<file path="config.mk">
export PLATFORM = sky130hd
export DESIGN_NAME = opll_eg_top
export DESIGN_NICKNAME = d
export VERILOG_FILES = /design/src/eg_state_pkg.sv /design/src/eg_slot_pkg.sv /design/src/opll_eg_top.sv /design/src/eg_output_mix.sv /design/src/eg_key_scale.sv /design/src/eg_envelope_core.sv /design/src/eg_rate_timer.sv
export VERILOG_INCLUDE_DIRS = /design/src
export SDC_FILE = /design/constraint.sdc
export NUM_CORES = 1
export LEC_CHECK = 0
export BUFFER_PORTS_ARGS = -buffer_cell sky130_fd_sc_hd__buf_2
export CORE_MARGIN = 10
export CORE_UTILIZATION = 40
export DETAILED_ROUTE_END_ITERATION = 6
export MAX_ROUTING_LAYER = met4
export PLACE_DENSITY = 0.68
export SLEW_MARGIN = 30
export SYNTH_ARGS = -nofsm -noshare
export SYNTH_HDL_FRONTEND = slang
export SYNTH_HIERARCHICAL = 1
export SYNTH_SLANG_ARGS = --single-unit
</file>
<file path="constraint.sdc">
create_clock -name emuclk -period 17.6 [get_ports emuclk]
set_input_delay 0.88 -clock emuclk [delete_from_list [all_inputs] [get_ports emuclk]]
set_output_delay 0.88 -clock emuclk [all_outputs]
set_load 0.01 [all_outputs]
</file>
<file path="src/eg_params.svh">
`ifndef EG_PARAMS_SVH
`define EG_PARAMS_SVH

////////////////////////////////////////
// Frame and datapath widths
`define EG_SLOTS            18      // Operator slots per frame
`define EG_LEVEL_W          7       // Attenuation width
`define EG_LEVEL_MAX        127     // Silent
`define EG_RATE_W           4       // AR, DR, RR, SL nibbles
`define EG_COUNTER_W        18      // Serial envelope counter

////////////////////////////////////////
// Fixed rates
`define EG_DAMP_RATE        12      // Key-on over an audible release
`define EG_CARRIER_OFF_RATE 7       // Released carrier, no sustain
`define EG_SUSTAIN_RATE     5       // Release with sustain enabled

// Top level bits all set means quiet
`define EG_QUIET_BITS       5

`endif
</file>
<file path="src/eg_state_pkg.sv">
`include "eg_params.svh"

// Internal envelope state types
package eg_state_pkg;

    typedef enum logic [1:0] {
        ph_attack  = 2'd0,
        ph_decay   = 2'd1,
        ph_sustain = 2'd2,
        ph_release = 2'd3
    } eg_phase_e;

    typedef logic [`EG_LEVEL_W-1:0] eg_level_t;

    // Envelope timing for one frame
    typedef struct packed {
        logic [1:0] prescaler;   // Frame prescaler phase
        logic [3:0] zero_cnt;    // Lowest one bit position of the counter, plus one
        logic [1:0] cntr_lo;     // Counter bits 1:0
    } eg_tick_t;

endpackage

</file>
<file path="src/eg_slot_pkg.sv">
`include "eg_params.svh"

// Per-operator register fields, presented in the slot's own cycle
package eg_slot_pkg;

    // Pitch of the current slot
    typedef struct packed {
        logic [8:0] fnum;
        logic [2:0] block;
    } eg_pitch_t;

    // Envelope shape and rate control
    typedef struct packed {
        logic                  kon;      // Key on
        logic                  susen;    // Sustain enable
        logic                  etyp;     // Sustained tone
        logic                  carrier;  // Carrier, not modulator
        logic                  ksr;      // Key-scale rate
        logic [`EG_RATE_W-1:0] ar;
        logic [`EG_RATE_W-1:0] dr;
        logic [`EG_RATE_W-1:0] rr;
        logic [`EG_RATE_W-1:0] sl;
    } eg_rate_params_t;

    // Static attenuation terms
    typedef struct packed {
        logic [5:0] tl;
        logic [1:0] ksl;
        logic       am;
    } eg_level_params_t;

endpackage

</file>
<file path="src/opll_eg_top.sv">
module opll_eg_top (
    input  logic                           emuclk,
    input  logic                           i_RST_n,
    input  logic                           i_frame_start,
    input  eg_slot_pkg::eg_pitch_t         i_pitch,
    input  eg_slot_pkg::eg_rate_params_t   i_rate,
    input  eg_slot_pkg::eg_level_params_t  i_level,
    input  logic [3:0]                     i_amval,
    output eg_state_pkg::eg_level_t        o_op_attnlv,
    output logic                           o_op_attnlv_max,
    output logic                           o_pg_phase_rst
);

eg_state_pkg::eg_tick_t  tick;
eg_state_pkg::eg_level_t env_level;
logic [7:0]              ks_sum;

////////////////////////////////////////
// Envelope path
eg_rate_timer u_rate_timer (
    .emuclk        (emuclk),
    .i_RST_n       (i_RST_n),
    .i_frame_start (i_frame_start),
    .o_tick        (tick)
);

eg_envelope_core u_envelope_core (
    .emuclk         (emuclk),
    .i_RST_n        (i_RST_n),
    .i_rate         (i_rate),
    .i_pitch        (i_pitch),
    .i_tick         (tick),
    .o_env_level    (env_level),
    .o_pg_phase_rst (o_pg_phase_rst)
);

////////////////////////////////////////
// Key-scale path and final mix
eg_key_scale u_key_scale (
    .emuclk   (emuclk),
    .i_pitch  (i_pitch),
    .i_level  (i_level),
    .i_amval  (i_amval),
    .o_ks_sum (ks_sum)
);

eg_output_mix u_output_mix (
    .emuclk          (emuclk),
    .i_env_level     (env_level),
    .i_ks_sum        (ks_sum),
    .o_op_attnlv     (o_op_attnlv),
    .o_op_attnlv_max (o_op_attnlv_max)
);

endmodule

</file>
<file path="src/eg_output_mix.sv">
`include "eg_params.svh"

module eg_output_mix (
    input  logic                    emuclk,
    input  eg_state_pkg::eg_level_t i_env_level,
    input  logic [7:0]              i_ks_sum,
    output eg_state_pkg::eg_level_t o_op_attnlv,
    output logic                    o_op_attnlv_max
);

localparam eg_state_pkg::eg_level_t level_max = `EG_LEVEL_MAX;

logic [7:0]              mix_sum;
logic                    mix_ovfl;
eg_state_pkg::eg_level_t mix_sat;

assign mix_sum  = {1'b0, i_env_level} + {1'b0, i_ks_sum[6:0]};
assign mix_ovfl = i_ks_sum[7] | mix_sum[7];             // Carry from either stage
assign mix_sat  = mix_ovfl ? level_max : mix_sum[6:0];

always_ff @(posedge emuclk) begin
    o_op_attnlv     <= mix_sat;
    o_op_attnlv_max <= i_env_level == level_max;   // Envelope alone, key scale ignored
end

endmodule

</file>
<file path="src/eg_key_scale.sv">
module eg_key_scale (
    input  logic                           emuclk,
    input  eg_slot_pkg::eg_pitch_t         i_pitch,
    input  eg_slot_pkg::eg_level_params_t  i_level,
    input  logic [3:0]                     i_amval,
    output logic [7:0]                     o_ks_sum
);

logic [6:0] ks_base;
logic [3:0] ks_hi;
logic [5:0] ks_val;
logic [6:0] ks_shifted;
logic [8:0] ks_total;

// Base attenuation from the top F-number bits
always_comb begin
    case (i_pitch.fnum[8:5])
        4'h0: ks_base = 7'd0;
        4'h1: ks_base = 7'd32;
        4'h2: ks_base = 7'd40;
        4'h3: ks_base = 7'd45;
        4'h4: ks_base = 7'd48;
        4'h5: ks_base = 7'd51;
        4'h6: ks_base = 7'd53;
        4'h7: ks_base = 7'd55;
        4'h8: ks_base = 7'd56;
        4'h9: ks_base = 7'd58;
        4'hA: ks_base = 7'd59;
        4'hB: ks_base = 7'd60;
        4'hC: ks_base = 7'd61;
        4'hD: ks_base = 7'd62;
        4'hE: ks_base = 7'd63;
        default: ks_base = 7'd64;
    endcase
end

assign ks_hi  = {1'b0, ks_base[5:3]} + {1'b0, i_pitch.block};
assign ks_val = (ks_hi[3] | ks_base[6]) ? {ks_hi[2:0], ks_base[2:0]} : 6'd0;  // Low octaves drop out

always_comb begin
    case (i_level.ksl)
        2'd0: ks_shifted = 7'd0;
        2'd1: ks_shifted = {2'b00, ks_val[5:1]};
        2'd2: ks_shifted = {1'b0, ks_val};
        default: ks_shifted = {ks_val, 1'b0};
    endcase
end

assign ks_total = {2'b00, ks_shifted} + {2'b00, i_level.tl, 1'b0}
                + {5'd0, i_level.am ? i_amval : 4'd0};

// Bit 7 holds any carry past 7 bits
always_ff @(posedge emuclk) begin
    o_ks_sum <= {|ks_total[8:7], ks_total[6:0]};
end

endmodule

</file>
<file path="src/eg_envelope_core.sv">
`include "eg_params.svh"

module eg_envelope_core (
    input  logic                          emuclk,
    input  logic                          i_RST_n,
    input  eg_slot_pkg::eg_rate_params_t  i_rate,
    input  eg_slot_pkg::eg_pitch_t        i_pitch,
    input  eg_state_pkg::eg_tick_t        i_tick,
    output eg_state_pkg::eg_level_t       o_env_level,
    output logic                          o_pg_phase_rst
);

localparam int sr_len = `EG_SLOTS - 1;   // Output register is the head of the storage
localparam int lvl_w  = `EG_LEVEL_W;
localparam logic [`EG_RATE_W-1:0] damp_rate    = `EG_DAMP_RATE;
localparam logic [`EG_RATE_W-1:0] car_off_rate = `EG_CARRIER_OFF_RATE;
localparam logic [`EG_RATE_W-1:0] sus_rate     = `EG_SUSTAIN_RATE;
localparam eg_state_pkg::eg_level_t level_max  = `EG_LEVEL_MAX;

eg_state_pkg::eg_level_t level_sr [sr_len];
eg_state_pkg::eg_phase_e phase_sr [sr_len];
eg_state_pkg::eg_phase_e phase_q;
eg_state_pkg::eg_level_t cur_level, cur_base, next_level;
eg_state_pkg::eg_phase_e cur_phase, masked_phase, next_phase;
eg_state_pkg::eg_level_t inv_level, delta_0, delta_1, delta_2, delta_3, delta;

logic                  quiet, level_min, decay_end, start_attack;
logic                  damp, carrier_off;
logic [`EG_RATE_W-1:0] rate_sel, rate_sat, rate_final;
logic [4:0]            rate_scaled;
logic [3:0]            ksr_factor;
logic                  rate_zero, rate_12, rate_13, rate_14, rate_15;
logic                  intensity, slow_atten, attn_act, dec_level, pre_3;
logic [3:0]            sel;

////////////////////////////////////////
// Stored state of the current slot
assign cur_level    = level_sr[sr_len-1];
assign cur_phase    = phase_sr[sr_len-1];
assign quiet        = &cur_level[lvl_w-1 -: `EG_QUIET_BITS];
assign level_min    = cur_level == '0;
assign decay_end    = cur_level[lvl_w-1 -: `EG_RATE_W] == i_rate.sl;
assign start_attack = (cur_phase == eg_state_pkg::ph_release) & quiet & i_rate.kon;
assign masked_phase = start_attack ? eg_state_pkg::ph_attack : cur_phase;

////////////////////////////////////////
// Rate selection
assign damp        = i_rate.kon & (cur_phase == eg_state_pkg::ph_release) & ~quiet;
assign carrier_off = ~i_rate.kon & ~i_rate.susen & i_rate.carrier & ~i_rate.etyp;

always_comb begin
    rate_sel = i_rate.rr;
    if (damp) begin
        rate_sel = damp_rate;      // Fade out the old note first
    end else if (carrier_off) begin
        rate_sel = car_off_rate;
    end else begin
        case (masked_phase)
            eg_state_pkg::ph_attack:  rate_sel = i_rate.ar;
            eg_state_pkg::ph_decay:   rate_sel = i_rate.dr;
            eg_state_pkg::ph_sustain: rate_sel = i_rate.etyp ? '0 : i_rate.rr;
            default:                  rate_sel = i_rate.susen ? sus_rate : i_rate.rr;
        endcase
    end
end

// Key-scale rate factor and saturation
assign ksr_factor  = i_rate.ksr ? {i_pitch.block, i_pitch.fnum[8]}
                                : {2'b00, i_pitch.block[2:1]};
assign rate_scaled = {1'b0, rate_sel} + {3'b000, ksr_factor[3:2]};
assign rate_sat    = rate_scaled[4] ? 4'd15 : rate_scaled[3:0];
assign rate_final  = rate_sat + i_tick.zero_cnt;     // Carry dropped
assign rate_zero   = rate_sel == '0;
assign rate_12     = rate_sat == 4'd12;
assign rate_13     = rate_sat == 4'd13;
assign rate_14     = rate_sat == 4'd14;
assign rate_15     = rate_sat == 4'd15;
assign pre_3       = i_tick.prescaler == 2'd3;

assign intensity = (ksr_factor[1] & ~i_tick.cntr_lo[0])
                 | (ksr_factor[0] & (i_tick.cntr_lo == 2'd0))
                 | ((ksr_factor[1:0] == 2'd3) & (i_tick.cntr_lo == 2'd1));

// Rates below 12 step only on matching counter values
assign slow_atten = (rate_sat < 4'd12) & ~rate_zero
                  & ((rate_final == 4'd12)
                   | ((rate_final == 4'd13) & ksr_factor[1])
                   | ((rate_final == 4'd14) & ksr_factor[0]));

////////////////////////////////////////
// Attenuation delta
assign attn_act = ~quiet & ~start_attack
                & (cur_phase[1] | ((cur_phase == eg_state_pkg::ph_decay) & ~decay_end));

assign sel[0] = slow_atten | (rate_12 & ~intensity);
assign sel[1] = (rate_12 & intensity) | (rate_13 & ~intensity);
assign sel[2] = (rate_13 & intensity) | (rate_14 & ~intensity)
              | (attn_act & ((rate_12 & ~intensity & pre_3)
                           | (rate_12 & intensity & i_tick.prescaler[0])
                           | (rate_13 & ~intensity & i_tick.prescaler[0])
                           | (slow_atten & pre_3)));
assign sel[3] = (rate_14 & intensity) | rate_15;

// Attack steps down by a fraction of the level, sign extended
assign dec_level = (cur_phase == eg_state_pkg::ph_attack) & i_rate.kon & ~rate_15 & ~level_min;
assign inv_level = dec_level ? ~cur_level : '0;

assign delta_0 = sel[0] ? {{4{dec_level}}, inv_level[6:4]} : '0;
assign delta_1 = sel[1] ? {{3{dec_level}}, inv_level[6:3]} : '0;
assign delta_2 = sel[2] ? {{2{dec_level}}, inv_level[6:3], attn_act | inv_level[2]} : '0;
assign delta_3 = sel[3] ? {dec_level, inv_level[6:3], attn_act | inv_level[2], inv_level[1]}
                        : '0;
assign delta   = delta_0 | delta_1 | delta_2 | delta_3;

always_comb begin
    if (quiet & (cur_phase != eg_state_pkg::ph_attack) & ~start_attack) begin
        cur_base = level_max;
    end else if (rate_15 & start_attack) begin
        cur_base = '0;             // Instant attack
    end else begin
        cur_base = cur_level;
    end
end

assign next_level = cur_base + delta;   // Wraps only as a subtraction in attack

////////////////////////////////////////
// Phase transitions
always_comb begin
    if (start_attack) begin
        next_phase = eg_state_pkg::ph_attack;
    end else if (!i_rate.kon) begin
        next_phase = eg_state_pkg::ph_release;
    end else begin
        case (cur_phase)
            eg_state_pkg::ph_attack: begin
                next_phase = level_min ? eg_state_pkg::ph_decay : eg_state_pkg::ph_attack;
            end
            eg_state_pkg::ph_decay: begin
                next_phase = decay_end ? eg_state_pkg::ph_sustain : eg_state_pkg::ph_decay;
            end
            default: next_phase = cur_phase;
        endcase
    end
end

// Head of the storage, doubles as the output
always_ff @(posedge emuclk) begin
    if (!i_RST_n) begin
        o_env_level    <= level_max;
        phase_q        <= eg_state_pkg::ph_release;
        o_pg_phase_rst <= 1'b0;
    end else begin
        o_env_level    <= next_level;
        phase_q        <= next_phase;
        o_pg_phase_rst <= start_attack;
    end
end

// Remaining slots circulate back to the tail
always_ff @(posedge emuclk) begin
    level_sr[0] <= o_env_level;
    phase_sr[0] <= phase_q;
    for (int i = 1; i < sr_len; i++) begin
        level_sr[i] <= level_sr[i-1];
        phase_sr[i] <= phase_sr[i-1];
    end
end

a_no_level_wrap : assert property (@(posedge emuclk) disable iff (!i_RST_n)
    (cur_phase != eg_state_pkg::ph_attack) && !start_attack |=> o_env_level >= $past(cur_level));

endmodule

</file>
<file path="src/eg_rate_timer.sv">
`include "eg_params.svh"

module eg_rate_timer (
    input  logic                   emuclk,
    input  logic                   i_RST_n,
    input  logic                   i_frame_start,
    output eg_state_pkg::eg_tick_t o_tick
);

localparam int cntr_w  = `EG_COUNTER_W;
localparam int zb_span = 13;              // Counter bits seen by the zero-bit detector

logic [1:0]        prescaler;
logic [cntr_w-1:0] cntr_sr;               // LSB sits at bit 0 in the frame-start cycle
logic              cntr_co;
logic              cntr_cin;
logic [1:0]        cntr_sum;
logic [3:0]        zero_cnt;

////////////////////////////////////////
// Prescaler, one step per frame
always_ff @(posedge emuclk) begin
    if (!i_RST_n) begin
        prescaler <= 2'd0;
    end else if (i_frame_start) begin
        prescaler <= prescaler + 2'd1;
    end
end

////////////////////////////////////////
// Serial counter, one bit per slot cycle

// New chain starts at bit 0 when the next prescaler phase is 3
assign cntr_cin = i_frame_start ? (prescaler == 2'd2) : cntr_co;
assign cntr_sum = {1'b0, cntr_sr[0]} + {1'b0, cntr_cin};

always_ff @(posedge emuclk) begin
    if (!i_RST_n) begin
        cntr_sr <= '0;
        cntr_co <= 1'b0;
    end else begin
        cntr_co <= cntr_sum[1];                        // Carry into the next bit
        cntr_sr <= {cntr_sum[0], cntr_sr[cntr_w-1:1]};
    end
end

// Position of the lowest one bit, zero when none in range
always_comb begin
    zero_cnt = 4'd0;
    for (int i = zb_span - 1; i >= 0; i--) begin
        if (cntr_sr[i]) begin
            zero_cnt = 4'(i + 1);
        end
    end
end

// Frame-start latch, so every slot sees one tick value per frame
always_ff @(posedge emuclk) begin
    if (!i_RST_n) begin
        o_tick <= '0;
    end else if (i_frame_start) begin
        o_tick.prescaler <= prescaler + 2'd1;   // Phase of the frame just begun
        o_tick.zero_cnt  <= zero_cnt;
        o_tick.cntr_lo   <= cntr_sr[1:0];
    end
end

a_prescaler_at_frame : assert property (@(posedge emuclk) disable iff (!i_RST_n)
    !$stable(prescaler) |-> $past(i_frame_start));

endmodule

</file>
==> impl_results.md <==
* Status: finished, final reports clean
* Storage element area at between 4000 and 5000 sq um
* Post-route cell area at 8430 sq um
* Final WL at 12,900 um
* Fin nets at between 800 and 900
* GPL Wtd Cong at ~0.88
* Total negative slack at 0 ns
* Max H-tree Level at 1
* Initial antenna violation count at 1
* Dominant cell by count in the synthesized netlist: dfxtp_1
* Worst Skew at 0.0112 ns
* Post-synth EDFFs at 0
* Critical Path Source Type: register
* Primary FF master, synth: dfxtp_1
* Crit Path Class: reg -> reg
* CTS tree: done
* Final setup violation count at 0
* Asr flop ratio synth at 0%
* Reg2reg path depth at 29
* # fillers at 1,676
* First-pass GRT wire length at 21,400 um
* Synth cell types at between 80 and 90
* Die H at 155 um
* Via density at ~5.0
* Synthesized area per cell at 11.1 sq um
* Multi-input logic area at 2930 sq um
* Final period utilization at between 30 and 40%
* Pwr/cell area at 148 nW/um^2
* Inserted Clock Buffers at 20
* Worst slew pin tran at 0.608 ns
* Relative slew margins at 59.4%
* # rows at 49
* Final min period at 6.85 ns
* # clock sinks at 206
* WP data arrival at 7.22 ns
* DR pass1 iterations at 5
* Largest net degree at the start of global routing at 41
* GRT Total Usage at around 11%
* Synthesized area at 7300 sq um
* Top cell type's share of synthesized area at approximately 57%
* Critical path capture point type: register
* Largest stage delay on the critical path at slightly above 0.7 ns
* Number of global-route vias before repair at around 4.4k
* Gr ovfl total at 0
* RSZ-0062 raised after global routing: no
* Syn Inst Count at between 600 and 700
* Area of the die at approximately 24,000 sq um
* Hold Crit Depth at 0
* Die width at 155 um
* Slowest-stage cell, CP: dfxtp_1
* Vias at 4,729
* Drt wl/cell at 13.5 um
* Flops & latches, synth at 206
* I/O pin cnt at 58
* Worst Hold Class: reg -> reg
* Iteration-0 DRC Markers at 310
* Highest clock rate at approximately 150 MHz
* Worst VDD drop at 0.109 mV
* Detailed placement HPWL at between 9000 and 10,000 um
* Antenna-violating nets left at 0
* Crit path required time at approximately 18 ns
* Top cells by area, synth: dfxtp_1 57%, ha_1 6.2%, fa_1 2.5%, nand2_1 2.2%, a21oi_1 2.0%
* Syn. warnings at 6
* Max Slew Vio Count at 0
* Top cells by count, synth: 206 x dfxtp_1, 43 x nand2_1, 36 x ha_1, 35 x inv_1, 32 x nor2_1
* Clock transition at path regs at roughly 0.060 ns
* Post-CTS sizing at 0
* Leakage at 3.59 nW
* Skew-Pair Late Insertion Delay at 0.48 ns
* Placed Instance Area at 7740 sq um
* Hold_buf cts at 0
* Hold Fails Final Rpt at 0
* Initial Util at 40.6%
* Share of layout cells above drive strength 1 at 15.2%
* Crit path max fanout at 16
* CTS max path bufs at 3
* # port buffers at 52
* Register area share after synthesis at between 50 and 60%
* Postcts setup bufs at 0
* Max-Cap Viols at 0
* Area growth from synthesis to layout at 15.6%
* Syn Nets at ~750
* R2R setup slack at ~11 ns
* DRC viols at 0
* Clock root cell: clkbuf_16
* Post-synth top area cell: dfxtp_1
* Total core area at around 18,000 sq um
[final timing paths]
kind | startpoint | endpoint
min reg2reg | u_envelope_core/phase_sr[0][0] | u_envelope_core/phase_sr[1][0]
max | u_envelope_core/phase_sr[16][0] | u_envelope_core/o_env_level[6]
min | u_envelope_core/phase_sr[0][0] | u_envelope_core/phase_sr[1][0]
max reg2reg | u_envelope_core/phase_sr[16][0] | u_envelope_core/o_env_level[6]
[cell usage in the layout, fill, tap and decap left out, drive strengths merged, types with 7 or more instances in the layout]
| master | instances |
|---|---|
| o21ai | 24 |
| ha | 36 |
| nand2 | 43 |
| nand4 | 7 |
| and2 | 25 |
| buf | 52 |
| a21oi | 29 |
| nor2 | 32 |
| a21o | 8 |
| clkbuf | 32 |
| mux2i | 8 |
| fa | 9 |
| xnor2 | 12 |
| inv | 35 |
| o211ai | 8 |
| dfxtp | 206 |
| nand3 | 16 |
| nor2b | 12 |
| nor3 | 11 |
| nand2b | 11 |
[worst max-delay path: cells and delay by family, from the launching register on]
family | cells | cell delay, ns
AO/OA/AOI/OAI | 10 | 2.04
XOR/XNOR | 2 | 0.31
adder cells (fa/ha/maj) | 6 | 1.82
buffers and inverters | 2 | 0.18
flip-flops | 1 | 0.71
multiplexers | 1 | 0.14
AND/OR/NAND/NOR | 8 | 1.54
[state kept, by name, summed over array words and instances (netlist names)]
| name | count |
|---|---|
| u_rate_timer/cntr_co | 1 |
| u_envelope_core/phase_sr | 34 |
| u_envelope_core/o_pg_phase_rst | 1 |
| u_output_mix/o_op_attnlv_max | 1 |
| u_envelope_core/phase_q | 2 |
| u_rate_timer/cntr_sr | 18 |
| u_envelope_core/level_sr | 119 |
| u_rate_timer/o_tick | 8 |
| u_output_mix/o_op_attnlv | 7 |
| u_key_scale/o_ks_sum | 8 |
| u_envelope_core/o_env_level | 7 |
[layout make-up]
type                       count  area share, %
sequential                   206           48.9
inverter                      35           1.56
clock buffer                  32           7.43
clock inverter                 3          0.816
antenna                        1         0.0297
tap                          229           3.40
multi-input combinational    397           34.8
timing repair buffer          52           3.09
[where the power goes]
part / internal, mW / switching (mW) / leakage [nW] / total (mW)
clock network: 0.273 / 0.164 / 0.340 / 0.437
registers: 0.562 / 0.0299 / 1.70 / 0.592
logic: 0.0935 / 0.125 / 1.55 / 0.218
total: 0.929 / 0.319 / 3.59 / 1.25
[routing by layer]
| layer | vias to the layer above | wire length (um) | track usage, % |
|---|---|---|---|
| li1 | 2421 | - | - |
| met1 | 2153 | 6660 | 15.3 |
| met2 | 131 | 5060 | 14.8 |
| met3 | 24 | 877 | 2.70 |
| met4 | 0 | 277 | 3.01 |
| met5 | - | 0 | - |
[cell families after synthesis]
group | after synthesis | share of synthesized area, %
compound gates | 133 | 13.2
xor+xnor | 18 | 2.26
mux | 12 | 1.87
simple gates | 189 | 14.2
flops | 206 | 56.5
fa+ha+maj | 45 | 8.64
buf+inv | 54 | 3.29
[per-stage QoR]
stage               total power, mW  worst slack [ns]  utilization (%)  hold slack [ns]  instances
CTS                            1.26             10.85             46.9            0.324        954
global placement              0.814             10.43             43.1            0.310        919
floorplan                     0.759             11.16                -            0.310        657
global route                   1.32             10.21             47.0            0.325        955
finish                         1.25             10.75             47.0            0.322        955
detailed placement            0.819             10.36             43.1            0.312        919
Power figures use the tool's default switching activity.
